File: config.mk
export PLATFORM = sky130hd
export DESIGN_NAME = crc_ahb_top
export DESIGN_NICKNAME = d
export VERILOG_FILES = /design/src/hdl/crc_pkg.sv /design/src/hdl/crc_cfg_if.sv /design/src/hdl/crc_ahb_top.sv /design/src/hdl/crc_unit.sv /design/src/hdl/host_interface.sv
export SDC_FILE = /design/constraint.sdc
export NUM_CORES = 1
export LEC_CHECK = 0
export ABC_AREA = 0
export BUFFER_PORTS_ARGS = -buffer_cell sky130_fd_sc_hd__clkbuf_2
export CELL_PAD_IN_SITES_DETAIL_PLACEMENT = 1
export CELL_PAD_IN_SITES_GLOBAL_PLACEMENT = 1
export CORE_MARGIN = 4
export CORE_UTILIZATION = 31
export DETAILED_ROUTE_END_ITERATION = 12
export PLACE_DENSITY = 0.54
export SYNTH_ARGS = -nofsm -noshare
export SYNTH_HDL_FRONTEND = slang
export SYNTH_HIERARCHICAL = 1
export SYNTH_SLANG_ARGS = --single-unit
export TNS_END_PERCENT = 5
File: constraint.sdc
create_clock -name HCLK -period 14.7 [get_ports HCLK]
set_input_delay 1.47 -clock HCLK [delete_from_list [all_inputs] [get_ports HCLK]]
set_output_delay 1.47 -clock HCLK [all_outputs]
set_load 0.01 [all_outputs]
File: src/hdl/crc_pkg.sv
////////////////////////////////////////
// Shared types for the CRC AHB-Lite slave
// Register offsets are word indexes taken from HADDR[4:2]
// Offsets 3, 6 and 7 are unmapped and read as zero
////////////////////////////////////////
package crc_pkg;

	////////////////////////////////////////
	// AHB-Lite
	////////////////////////////////////////

	// HTRANS encoding
	typedef enum logic [1:0] {
		IDLE   = 2'b00,
		BUSY   = 2'b01,
		NONSEQ = 2'b10,
		SEQ    = 2'b11
	} htrans_t;

	// Register map, word index
	typedef enum logic [2:0] {
		REG_DR   = 3'h0,
		REG_IDR  = 3'h1,
		REG_CR   = 3'h2,
		REG_INIT = 3'h4,
		REG_POL  = 3'h5
	} crc_reg_t;

	////////////////////////////////////////
	// CRC configuration
	////////////////////////////////////////

	// Polynomial width, CR bits 4:3
	typedef enum logic [1:0] {
		POLY_32 = 2'b00,
		POLY_16 = 2'b01,
		POLY_8  = 2'b10,
		POLY_7  = 2'b11
	} poly_size_t;

	// Input bit reversal unit, CR bits 6:5
	typedef enum logic [1:0] {
		REV_NONE = 2'b00,
		REV_BYTE = 2'b01,
		REV_HALF = 2'b10,
		REV_WORD = 2'b11
	} rev_in_t;

	// CRC engine state
	typedef enum logic [1:0] {
		ST_IDLE,
		ST_CALC,
		ST_LOAD
	} crc_state_t;

endpackage
File: src/hdl/crc_cfg_if.sv
////////////////////////////////////////
// Link between the AHB host interface and the CRC unit
// Write strobes last one cycle and are already qualified by HREADYOUT
////////////////////////////////////////
interface crc_cfg_if import crc_pkg::*; ();

	// Write data straight from HWDATA, valid in the data phase
	logic [31:0] bus_wr;
	// Registered HSIZE, 0 byte, 1 halfword, 2 word
	logic [1:0]  bus_size;

	// Configuration from CR
	poly_size_t  crc_poly_size;
	rev_in_t     rev_in_type;
	logic        rev_out_type;

	// Data phase strobes
	logic        buffer_write_en;
	logic        crc_init_en;
	logic        crc_idr_en;
	logic        crc_poly_en;
	logic        reset_chain;

	// Read values
	logic [31:0] crc_out;
	logic [31:0] crc_init_out;
	logic [31:0] crc_poly_out;
	logic [7:0]  crc_idr_out;

	// Status used to stretch the data phase
	logic        buffer_full;
	logic        read_wait;
	logic        reset_pending;

	modport host (
		output bus_wr, bus_size, crc_poly_size, rev_in_type, rev_out_type,
		output buffer_write_en, crc_init_en, crc_idr_en, crc_poly_en, reset_chain,
		input  crc_out, crc_init_out, crc_poly_out, crc_idr_out,
		input  buffer_full, read_wait, reset_pending
	);

	modport unit (
		input  bus_wr, bus_size, crc_poly_size, rev_in_type, rev_out_type,
		input  buffer_write_en, crc_init_en, crc_idr_en, crc_poly_en, reset_chain,
		output crc_out, crc_init_out, crc_poly_out, crc_idr_out,
		output buffer_full, read_wait, reset_pending
	);

endinterface

File: src/hdl/crc_ahb_top.sv
////////////////////////////////////////
// CRC calculation unit on an AHB-Lite slave port
// RESET_INIT and RESET_POLY only set reset contents
////////////////////////////////////////
module crc_ahb_top import crc_pkg::*;
#(
	parameter logic [31:0] RESET_INIT = 32'hFFFF_FFFF,
	parameter logic [31:0] RESET_POLY = 32'h04C1_1DB7
)
(
	input  logic        HCLK,
	input  logic        HRESETn,
	input  logic        HSElx,
	input  logic [31:0] HADDR,
	input  htrans_t     HTRANS,
	input  logic [2:0]  HSIZE,
	input  logic        HWRITE,
	input  logic [31:0] HWDATA,
	input  logic        HREADY,
	output logic [31:0] HRDATA,
	output logic        HREADYOUT,
	output logic        HRESP
);

	// Configuration, strobes and status between the two halves
	crc_cfg_if cfg ();

	// Bus side
	host_interface u_host (
		.HCLK      (HCLK),
		.HRESETn   (HRESETn),
		.HSElx     (HSElx),
		.HADDR     (HADDR),
		.HTRANS    (HTRANS),
		.HSIZE     (HSIZE),
		.HWRITE    (HWRITE),
		.HWDATA    (HWDATA),
		.HREADY    (HREADY),
		.HRDATA    (HRDATA),
		.HREADYOUT (HREADYOUT),
		.HRESP     (HRESP),
		.cfg       (cfg.host)
	);

	// CRC datapath
	crc_unit #(
		.RESET_INIT (RESET_INIT),
		.RESET_POLY (RESET_POLY)
	) u_unit (
		.HCLK    (HCLK),
		.HRESETn (HRESETn),
		.cfg     (cfg.unit)
	);

endmodule

File: src/hdl/crc_unit.sv
////////////////////////////////////////
// Byte serial CRC engine with one word input buffer
// A word takes 1, 2 or 4 cycles depending on its size
// Input reversal never spans more than the written data,
// e.g. REV_WORD on a halfword mirrors the halfword
////////////////////////////////////////
module crc_unit import crc_pkg::*;
#(
	parameter logic [31:0] RESET_INIT = 32'hFFFF_FFFF,
	parameter logic [31:0] RESET_POLY = 32'h04C1_1DB7
)
(
	input  logic    HCLK,
	input  logic    HRESETn,
	crc_cfg_if.unit cfg
);

	crc_state_t  state_ff;
	logic [31:0] crc_ff;
	logic [31:0] buf_ff;
	logic [2:0]  cnt_ff;

	logic [31:0] init_ff;
	logic [31:0] poly_ff;
	logic [7:0]  idr_ff;

	logic [31:0] aligned;
	logic [2:0]  n_bytes;
	rev_in_t     rev_eff;
	logic [31:0] crc_next;
	logic [4:0]  top_bit;
	logic [31:0] width_mask;
	logic [4:0]  rev_shift;
	logic [31:0] crc_masked;

	////////////////////////////////////////
	// Helpers
	////////////////////////////////////////

	// Mirror bits inside each byte, halfword or the whole word
	function automatic logic [31:0] mirror(input logic [31:0] d, input rev_in_t mode);
		logic [31:0] r;
		r = d;
		for (int i = 0; i < 32; i++)
		begin
			case (mode)
				REV_BYTE: r[i] = d[(i / 8) * 8 + 7 - (i % 8)];
				REV_HALF: r[i] = d[(i / 16) * 16 + 15 - (i % 16)];
				REV_WORD: r[i] = d[31 - i];
				default:  r[i] = d[i];
			endcase
		end
		return r;
	endfunction

	// One byte MSB first through the bitwise LFSR
	function automatic logic [31:0] crc_byte(input logic [31:0] c, input logic [7:0] d,
	                                         input logic [31:0] poly, input logic [4:0] top);
		logic [31:0] r;
		logic        fb;
		r = c;
		for (int i = 7; i >= 0; i--)
		begin
			fb = d[i] ^ r[top];
			r  = {r[30:0], 1'b0};
			if (fb)
				r = r ^ poly;
		end
		return r;
	endfunction

	////////////////////////////////////////
	// Input path
	////////////////////////////////////////

	// Left align the written bytes so the first one sits in bits 31:24
	always_comb
	begin
		case (cfg.bus_size)
			2'd0:
			begin
				aligned = {cfg.bus_wr[7:0], 24'h0};
				n_bytes = 3'd1;
			end
			2'd1:
			begin
				aligned = {cfg.bus_wr[15:0], 16'h0};
				n_bytes = 3'd2;
			end
			default:
			begin
				aligned = cfg.bus_wr;
				n_bytes = 3'd4;
			end
		endcase
	end

	// Clip the reversal unit to the transfer size
	always_comb
	begin
		rev_eff = cfg.rev_in_type;
		if (cfg.bus_size == 2'd0 && rev_eff != REV_NONE)
			rev_eff = REV_BYTE;
		else if (cfg.bus_size == 2'd1 && rev_eff == REV_WORD)
			rev_eff = REV_HALF;
	end

	// Buffer shifts one byte out per cycle
	always_ff @(posedge HCLK)
	begin
		if (cfg.buffer_write_en)
			buf_ff <= mirror(aligned, rev_eff);
		else if (state_ff == ST_CALC)
			buf_ff <= {buf_ff[23:0], 8'h0};
	end

	////////////////////////////////////////
	// Engine
	////////////////////////////////////////

	always_comb
	begin
		case (cfg.crc_poly_size)
			POLY_16: {top_bit, width_mask, rev_shift} = {5'd15, 32'h0000_FFFF, 5'd16};
			POLY_8:  {top_bit, width_mask, rev_shift} = {5'd7, 32'h0000_00FF, 5'd24};
			POLY_7:  {top_bit, width_mask, rev_shift} = {5'd6, 32'h0000_007F, 5'd25};
			default: {top_bit, width_mask, rev_shift} = {5'd31, 32'hFFFF_FFFF, 5'd0};
		endcase
	end

	assign crc_next = crc_byte(crc_ff, buf_ff[31:24], poly_ff, top_bit);

	// Last byte may be processed in the same cycle a new word loads
	always_ff @(posedge HCLK)
	begin
		if (!HRESETn)
		begin
			state_ff <= ST_IDLE;
			cnt_ff   <= 3'd0;
			crc_ff   <= RESET_INIT;
		end
		else
		begin
			if (state_ff == ST_CALC)
				crc_ff <= crc_next;
			else if (state_ff == ST_LOAD)
				crc_ff <= init_ff;

			// Chain reset drops any bytes still in the buffer
			if (cfg.reset_chain)
			begin
				state_ff <= ST_LOAD;
				cnt_ff   <= 3'd0;
			end
			else if (cfg.buffer_write_en)
			begin
				state_ff <= ST_CALC;
				cnt_ff   <= n_bytes;
			end
			else if (state_ff == ST_CALC)
			begin
				cnt_ff <= cnt_ff - 3'd1;
				if (cnt_ff == 3'd1)
					state_ff <= ST_IDLE;
			end
			else if (state_ff == ST_LOAD)
				state_ff <= ST_IDLE;
		end
	end

	// Buffer frees up while its last byte goes through
	assign cfg.buffer_full   = (state_ff == ST_CALC) && (cnt_ff != 3'd1);
	// Result is stale while bytes remain or the chain reloads
	assign cfg.read_wait     = (state_ff != ST_IDLE);
	assign cfg.reset_pending = (state_ff == ST_LOAD);

	////////////////////////////////////////
	// Output and user registers
	////////////////////////////////////////

	assign crc_masked  = crc_ff & width_mask;
	assign cfg.crc_out = cfg.rev_out_type ? (mirror(crc_masked, REV_WORD) >> rev_shift)
	                                      : crc_masked;

	always_ff @(posedge HCLK)
	begin
		if (!HRESETn)
		begin
			init_ff <= RESET_INIT;
			poly_ff <= RESET_POLY;
			idr_ff  <= 8'h00;
		end
		else
		begin
			if (cfg.crc_init_en)
				init_ff <= cfg.bus_wr;
			if (cfg.crc_poly_en)
				poly_ff <= cfg.bus_wr;
			// IDR keeps the low byte only
			if (cfg.crc_idr_en)
				idr_ff <= cfg.bus_wr[7:0];
		end
	end

	assign cfg.crc_init_out = init_ff;
	assign cfg.crc_poly_out = poly_ff;
	assign cfg.crc_idr_out  = idr_ff;

endmodule

File: src/hdl/host_interface.sv
////////////////////////////////////////
// AHB-Lite slave front end of the CRC block
// Only NONSEQ beats are acted on, no burst address increment
// HRESP is always OKAY, HSIZE above word is treated as word
// Wait states only for DR and for INIT during a chain reload
////////////////////////////////////////
module host_interface import crc_pkg::*;
(
	input  logic        HCLK,
	input  logic        HRESETn,
	input  logic        HSElx,
	input  logic [31:0] HADDR,
	input  htrans_t     HTRANS,
	input  logic [2:0]  HSIZE,
	input  logic        HWRITE,
	input  logic [31:0] HWDATA,
	input  logic        HREADY,
	output logic [31:0] HRDATA,
	output logic        HREADYOUT,
	output logic        HRESP,
	crc_cfg_if.host     cfg
);

	// Address phase pipeline
	logic        hselx_pp;
	htrans_t     htrans_pp;
	logic        hwrite_pp;
	crc_reg_t    haddr_pp;
	logic [1:0]  hsize_pp;

	// CR flops: rev_out, rev_in[1:0], poly_size[1:0]
	logic [4:0]  crc_cr_ff;

	logic        sample_bus;
	logic        write_en;
	logic        read_en;
	logic        dr_wr;
	logic        dr_rd;
	logic        init_wr;
	logic        ready;

	////////////////////////////////////////
	// Address phase
	////////////////////////////////////////

	// New address phase is taken only when the current data phase ends
	assign sample_bus = ready && HREADY;

	always_ff @(posedge HCLK)
	begin
		if (!HRESETn)
		begin
			hselx_pp  <= 1'b0;
			htrans_pp <= IDLE;
			hwrite_pp <= 1'b0;
		end
		else if (sample_bus)
		begin
			hselx_pp  <= HSElx;
			htrans_pp <= HTRANS;
			hwrite_pp <= HWRITE;
		end
	end

	// Address and size are only looked at when hselx_pp is set
	always_ff @(posedge HCLK)
	begin
		if (sample_bus)
		begin
			haddr_pp <= crc_reg_t'(HADDR[4:2]);
			hsize_pp <= HSIZE[1:0];
		end
	end

	////////////////////////////////////////
	// Data phase decode
	////////////////////////////////////////

	// SEQ, BUSY and IDLE beats do nothing
	assign write_en = hselx_pp && hwrite_pp && (htrans_pp == NONSEQ);
	assign read_en  = hselx_pp && !hwrite_pp && (htrans_pp == NONSEQ);

	assign dr_wr   = write_en && (haddr_pp == REG_DR);
	assign dr_rd   = read_en && (haddr_pp == REG_DR);
	assign init_wr = write_en && (haddr_pp == REG_INIT);

	// Stretch the data phase until the CRC unit can take it
	assign ready = !((dr_wr && cfg.buffer_full) ||
	                 (dr_rd && cfg.read_wait) ||
	                 (init_wr && cfg.reset_pending));

	assign HREADYOUT = ready;
	assign HRESP     = 1'b0;

	// Strobes fire once, in the last cycle of the data phase
	assign cfg.buffer_write_en = dr_wr && ready;
	assign cfg.crc_init_en     = init_wr && ready;
	assign cfg.crc_idr_en      = write_en && (haddr_pp == REG_IDR) && ready;
	assign cfg.crc_poly_en     = write_en && (haddr_pp == REG_POL) && ready;
	assign cfg.reset_chain     = write_en && (haddr_pp == REG_CR) && ready && HWDATA[0];

	assign cfg.bus_wr   = HWDATA;
	assign cfg.bus_size = hsize_pp;

	////////////////////////////////////////
	// Control register
	////////////////////////////////////////

	// Bit 0 is a self clearing chain reset and is not stored
	always_ff @(posedge HCLK)
	begin
		if (!HRESETn)
			crc_cr_ff <= 5'h00;
		else if (write_en && (haddr_pp == REG_CR) && ready)
			crc_cr_ff <= HWDATA[7:3];
	end

	assign cfg.crc_poly_size = poly_size_t'(crc_cr_ff[1:0]);
	assign cfg.rev_in_type   = rev_in_t'(crc_cr_ff[3:2]);
	assign cfg.rev_out_type  = crc_cr_ff[4];

	////////////////////////////////////////
	// Read mux
	////////////////////////////////////////

	always_comb
	begin
		case (haddr_pp)
			REG_DR:   HRDATA = cfg.crc_out;
			REG_IDR:  HRDATA = {24'h0, cfg.crc_idr_out};
			REG_CR:   HRDATA = {24'h0, crc_cr_ff, 3'h0};
			REG_INIT: HRDATA = cfg.crc_init_out;
			REG_POL:  HRDATA = cfg.crc_poly_out;
			// Unmapped offsets
			default:  HRDATA = 32'h0;
		endcase
	end

endmodule

==> flow_metrics.py, run 1 <==
metrics = {
    "finish": {
        "finalNonFillerCells": 2539,
        "syn2layout_area_growth_pct": 7.31,
        "drive_gt1_frac": 0.147,
        "fin_area_um2": 16300,
        "fillers": 5759,
        "n_antenna_cell": 0,
        "nNetsFinal": 1949,
        "postLayoutCoreUtil": 0.339,
    },
    "global_route": {
        "antenna_found_initial": 1,
        "grt_usage": 0.238,
        "grt-ovfl-total": 0,
        "grt_pass1_vias": 14458,
        "grt_pass1_wl_um": 95600,
        "grt_start_max_net_pins": 79,
    },
    "status": {
        "outcome": "finished, final reports clean",
    },
    "timing": {
        "rsz0062_at_grt": "false",
        "report.final.slew_viol_count": 0,
        "timing.setup.tns_ps": 0,
        "finalWorstSetupSlack_ps": 4260,
        "finalHoldViolCount": 0,
        "tightest_slew_ps": 1330,
        "holdWs_ps": 502,
        "skew_ps": 9.33,
        "fmax_mhz": 95.8,
        "setup_violations": 0,
        "slew_headroom": 0.116,
        "final.period_utilization": 0.710,
        "period_minus_slack_ps": 10440,
    },
    "critical_path": {
        "cp_common_cell": "buf_4",
        "crit_required_ps": 15060,
        "cp_max_fo": 45,
        "critPathKind": "register to register",
        "cp.arrival_ps": 10790,
        "crit_slowest_cell": "nor4b_1",
        "critPathLaunch": "u_host/crc_cr_ff[1]",
        "cp-end-kind": "register",
        "worstSetupStartpointType": "register",
        "r2r_start": "u_host/crc_cr_ff[1]",
        "max_stage_delay_ps": 670,
    },
    "floorplanning": {
        "ios": 108,
        "core_area_um2": 48100,
        "initial_core_util": 0.316,
        "fp.dieH_um": 229,
        "die_w_um": 229,
        "num_rows": 80,
        "dieArea_um2": 52700,
    },
    "yosys": {
        "syn_inst": 1952,
        "synth_common_cells": "342 x nand2_1, 160 x xnor2_1, 137 x clkbuf_1",
        "synth_cell_types": 102,
        "synth_top_area_share": 0.155,
        "yosysMostFrequentCell": "nand2_1",
        "synth_area_leaders": "dfxtp_1 16%, xnor2_1 9.2%, nand2_1 8.4%, mux2i_1 8.0%, edfxtp_1 7.3%",
        "synth_edf_count": 37,
        "yosysTopAreaCell": "dfxtp_1",
        "yosysSeqAreaShare": 0.228,
        "yosysWarnings": 6,
        "synth_seq_cells": 155,
        "synth_top_flop_cell": "dfxtp_1",
        "syn_area_per_cell_um2": 7.79,
        "synth_area_um2": 15200,
        "async_reset_ff_frac": 0,
        "synth_nets": 2031,
    },
    "placed_design": {
        "placed_area_um2": 15700,
        "gp_congestion": 0.824,
        "port_buffers": 76,
        "dp_cells": 2507,
        "detailedPlace.worstSlack_ps": 4370,
        "dp_hpwl_um": 44600,
    },
    "cts": {
        "holdBufCountCts": 0,
        "htreeDepth": 4,
        "post_cts_buffers": 0,
        "numCtsBuffers": 17,
        "cts_tree": "built",
        "clk_path_buf_depth": 2,
        "cts_resized": 0,
        "clock_latency_ps": 450,
        "clockRootBuffer": "clkbuf_16",
        "clk_pin_slew_ps": 70,
        "clock_sinks": 155,
    },
    "pwr": {
        "power_mw": 1.01,
        "p_comb_frac": 0.107,
        "seqPwrFrac": 0.435,
        "swShare": 0.285,
        "switching_power_mw": 0.286,
        "p_int_mw": 0.720,
        "pwr-share-clk": 0.457,
        "powerDensity_nw_per_um2": 61.7,
        "power_leakage_nw": 5.86,
        "ir_drop_uv": 52.5,
    },
    "route": {
        "wl_per_cell_um": 25.3,
        "viasPerCell": 5.64,
        "wirelength_um": 64300,
        "vias": 14312,
        "drtIter0Drc": 1005,
        "drc": 0,
        "drtPass1Iterations": 5,
        "antenna_left": 0,
    },
    "hold_path": {
        "hold_path.startpoint": "u_unit/cfg.crc_init_out[23]",
        "hp-class": "register to register",
    },
    "flow_run": {
        "cap_viol_max_count": 0,
    },
}
## layout by cell type (no fill, tap or decap), types with 45 or more instances in the layout
cell type	Yosys	layout
clkbuf_2	0	75
mux2_2	45	45
xor2_1	48	47
nor2_1	102	100
inv_1	79	79
dfxtp_1	118	115
mux2i_1	121	121
a21oi_1	79	79
xnor2_1	160	157
o21ai_0	99	99
nand2_1	342	342
## layer usage
layer  share of wire  track usage  vias to the layer above
met4           0.034       0.0846                        0
met1            0.46        0.322                     7192
met2            0.46        0.388                      395
li1                -            -                     6655
met3           0.045       0.0314                       70
met5               0            0                        -
## power groups by stage
stage | clock, mW | sequential [mW] | combinational (mW)
CTS | 0.471 | 0.438 | 0.108
global placement | 0 | 0.448 | 0.107
finish | 0.461 | 0.438 | 0.108
detailed placement | 0 | 0.448 | 0.108
floorplan | 0 | 0.447 | 0.0726
global route | 0.487 | 0.438 | 0.116
## state kept, by name, indices dropped and copies added, names as in the netlist
name and cells:
u_host/cfg.bus_size 2, u_host/crc_cr_ff 5, u_host/haddr_pp 3, u_host/hselx_pp 1, u_host/htrans_pp 2, u_host/hwrite_pp 1, u_unit/buf_ff 32, u_unit/cfg.crc_idr_out 8
u_unit/cfg.crc_init_out 32, u_unit/cfg.crc_poly_out 32, u_unit/cnt_ff 3, u_unit/crc_ff 32, u_unit/state_ff 2
## logic make-up (layout without fill, tap and decap cells)
logic type      count (synthesis)  in the layout  share of synthesized area
fa+ha+maj                       5              5                    0.00411
flops                         155            155                      0.228
compound gates                419            419                      0.191
xor+xnor                      213            213                      0.126
buf+inv                       297            228                     0.0871
simple gates                  668            668                      0.207
other cells                     1              1                   0.000247
mux                           194            194                      0.156
## worst paths after layout
path                                 endpoint  slack, ps  cells past startpoint
setup / recovery            u_unit/crc_ff[11]       4260                     30
hold / removal    u_unit/cfg.crc_init_out[23]        500                      2
setup reg to reg            u_unit/crc_ff[11]       4260                     30
hold reg to reg   u_unit/cfg.crc_init_out[23]        500                      2
## final cells by class
cell class	instances	area, um^2	area share
clock inverters	13	130	0.00797
clock buffers	19	454	0.0278
flip-flops and latches	155	3480	0.213
multi-input cells	1500	10500	0.641
well taps	656	821	0.0503
inverters	80	300	0.0184
repair buffers	116	683	0.0419
## worst max-delay path, delay by kind of cell (launching register included)
| kind | cells | cell delay [ps] |
|---|---|---|
| AOI/OAI and AO/OA | 13 | 3710 |
| and+or+nand+nor | 7 | 2380 |
| buffers and inverters | 5 | 2040 |
| xor gates and xnor gates | 4 | 1340 |
| muxes | 1 | 450 |
| DFF | 1 | 330 |
Power figures use the tool's default switching activity.
==> inputs of run 2 (changes only) <==
--- a/config.mk
+++ b/config.mk
@@ -12,7 +12,7 @@
 export CORE_MARGIN = 4
 export CORE_UTILIZATION = 31
 export DETAILED_ROUTE_END_ITERATION = 12
-export PLACE_DENSITY = 0.54
+export PLACE_DENSITY = 0.57
 export SYNTH_ARGS = -nofsm -noshare
 export SYNTH_HDL_FRONTEND = slang
 export SYNTH_HIERARCHICAL = 1
==> constraint.sdc (replaced) <==
create_clock -name HCLK -period 8.9 [get_ports HCLK]
set_input_delay 0.89 -clock HCLK [delete_from_list [all_inputs] [get_ports HCLK]]
set_output_delay 0.89 -clock HCLK [all_outputs]
set_load 0.01 [all_outputs]
==> run 2 against run 1 <==
Against the previous run:
- sequential share of layout area shrank 0.47 points
- largest cell class unchanged
- via count grew 1.6%
- global-route usage is essentially flat
- utilization grew 0.76 points
- worst hold slack lost 2.3 ps
- die area is the same
- clock skew grew 1.9 ps
- clock-buffer cell count grew 3
==> flow_metrics.py, run 2 (synthesis results as in run 1) <==
metrics = {
    "status": {
        "outcome": "finished, final reports clean",
    },
    "route": {
        "antenna_left": 0,
        "drtIter0Drc": 1048,
        "wirelength_um": 63800,
        "wl_per_cell_um": 24.7,
        "drc": 0,
        "viasPerCell": 5.63,
        "vias": 14536,
        "drtPass1Iterations": 5,
    },
    "cts": {
        "numCtsBuffers": 17,
        "clockRootBuffer": "clkbuf_16",
        "cts_tree": "built",
        "clk_path_buf_depth": 2,
        "clock_latency_ps": 450,
        "clk_pin_slew_ps": 60,
        "htreeDepth": 4,
        "holdBufCountCts": 0,
        "clock_sinks": 155,
    },
    "timing": {
        "period_minus_slack_ps": 8560,
        "tightest_slew_ps": 815,
        "finalHoldViolCount": 0,
        "slew_headroom": 0.453,
        "rsz0062_at_grt": "false",
        "report.final.slew_viol_count": 0,
        "final.period_utilization": 0.962,
        "fmax_mhz": 117,
        "holdWs_ps": 500,
        "skew_ps": 11.2,
        "timing.setup.tns_ps": 0,
        "setup_violations": 0,
    },
    "floorplanning": {
        "initial_core_util": 0.316,
        "fp.dieH_um": 229,
        "ios": 108,
        "num_rows": 80,
        "core_area_um2": 48100,
        "die_w_um": 229,
        "dieArea_um2": 52700,
    },
    "critical_path": {
        "cp-end-kind": "register",
        "critPathKind": "register to register",
        "cp_max_fo": 12,
        "crit_required_ps": 9290,
        "cp.arrival_ps": 8950,
        "worstSetupStartpointType": "register",
    },
    "finish": {
        "multi_input_area_um2": 10500,
        "nNetsFinal": 1993,
        "fillers": 5831,
        "final_cell_mix": "342 x nand2_1, 156 x xnor2_1, 121 x mux2i_1",
        "drive_gt1_frac": 0.170,
        "syn2layout_area_growth_pct": 9.70,
        "final_common_cell": "nand2_1",
        "n_antenna_cell": 0,
        "regArea_um2": 3480,
    },
    "pwr": {
        "power_mw": 1.61,
        "power_leakage_nw": 6.06,
        "powerDensity_nw_per_um2": 96.8,
        "ir_drop_uv": 139,
    },
    "global_route": {
        "grt_start_max_net_pins": 76,
        "grt_pass1_wl_um": 95900,
        "grt-ovfl-total": 0,
        "grt_usage": 0.237,
        "antenna_found_initial": 1,
        "grt_pass1_vias": 14795,
    },
    "hold_path": {
        "hp-class": "register to register",
    },
    "placed_design": {
        "gp_congestion": 0.864,
        "port_buffers": 76,
        "dp_hpwl_um": 45700,
    },
    "flow_run": {
        "cap_viol_max_count": 0,
    },
}
[run 2: changes by cell type in the layout (fill, tap and decap cells not counted), sizes merged]
cell,before,now
buf,41,85
bufinv,1,0
clkbuf,94,97
clkinv,3,6
clkinvlp,3,4
inv,86,80
[run 2: per-layer routing]
metal | GRT usage | vias up | routed length (um)
li1 | - | 6740 | -
met1 | 0.324 | 7252 | 29000
met2 | 0.375 | 444 | 28600
met3 | 0.0429 | 100 | 3670
met4 | 0.0888 | 0 | 2480
met5 | 0 | - | 0
[run 2: worst max-delay path: stages (launching register included)]
cell and delay [ps]:
dfxtp_2 500, mux4_2 630, xor2_4 330, nand2_1 150, xnor2_2 210, a221o_1 360, a21oi_2 190, or4b_1 570
buf_4 210, a41o_1 240, o22ai_2 330, and2_1 250, buf_4 180, o31ai_1 100, a2111oi_2 590, a211oi_1 100
o32a_1 400, or4_4 540, a211oi_1 390, nor2_1 170, a311oi_2 290, nor3_1 120, or3b_4 400, a311oi_4 210
buf_4 210, buf_4 160, mux4_1 570, nand2_1 80
[run 2: power breakdown]
group / leakage, nW / total [mW] / internal (mW) / switching, mW
registers: 1.30 / 0.723 / 0.721 / 0.00285
clock network: 0.257 / 0.709 / 0.380 / 0.329
logic: 4.51 / 0.182 / 0.0615 / 0.121
[run 2: layout make-up]
class,instances,share of cell area
clock buffers,22,0.0285
clock inverters,10,0.00405
flip-flops and latches,155,0.208
multi-input cells,1500,0.630
inverters,80,0.0180
well taps,656,0.0492
repair buffers,160,0.0615
[run 2: final timing paths]
kind | from | to | slack (ps) | cells after the start
worst max-delay path | u_host/crc_cr_ff[0] | u_unit/crc_ff[21] | 340 | 27
worst min-delay path | u_unit/cfg.crc_init_out[22] | u_unit/cfg.crc_init_out[22] | 500 | 2
worst min register to register | u_unit/cfg.crc_init_out[22] | u_unit/cfg.crc_init_out[22] | 500 | 2
worst max register to register | u_host/crc_cr_ff[0] | u_unit/crc_ff[21] | 340 | 27
[run 2: what timing repair did]
item	in CTS	in global routing
endpoints found under the setup margin	5	32
gates resized for setup	1	10
buffers inserted	0	5
pin swaps	0	1
[run 2: through the flow]
step	worst slack [ps]	utilization	instance area, um^2	cells
floorplan	1030	-	15200	1952
global placement	280	0.333	16000	2546
detailed placement	23.8	0.333	16000	2546
CTS	47.7	0.345	16600	2578
global route	9.27	0.346	16700	2583
finish	340	0.346	16700	2583
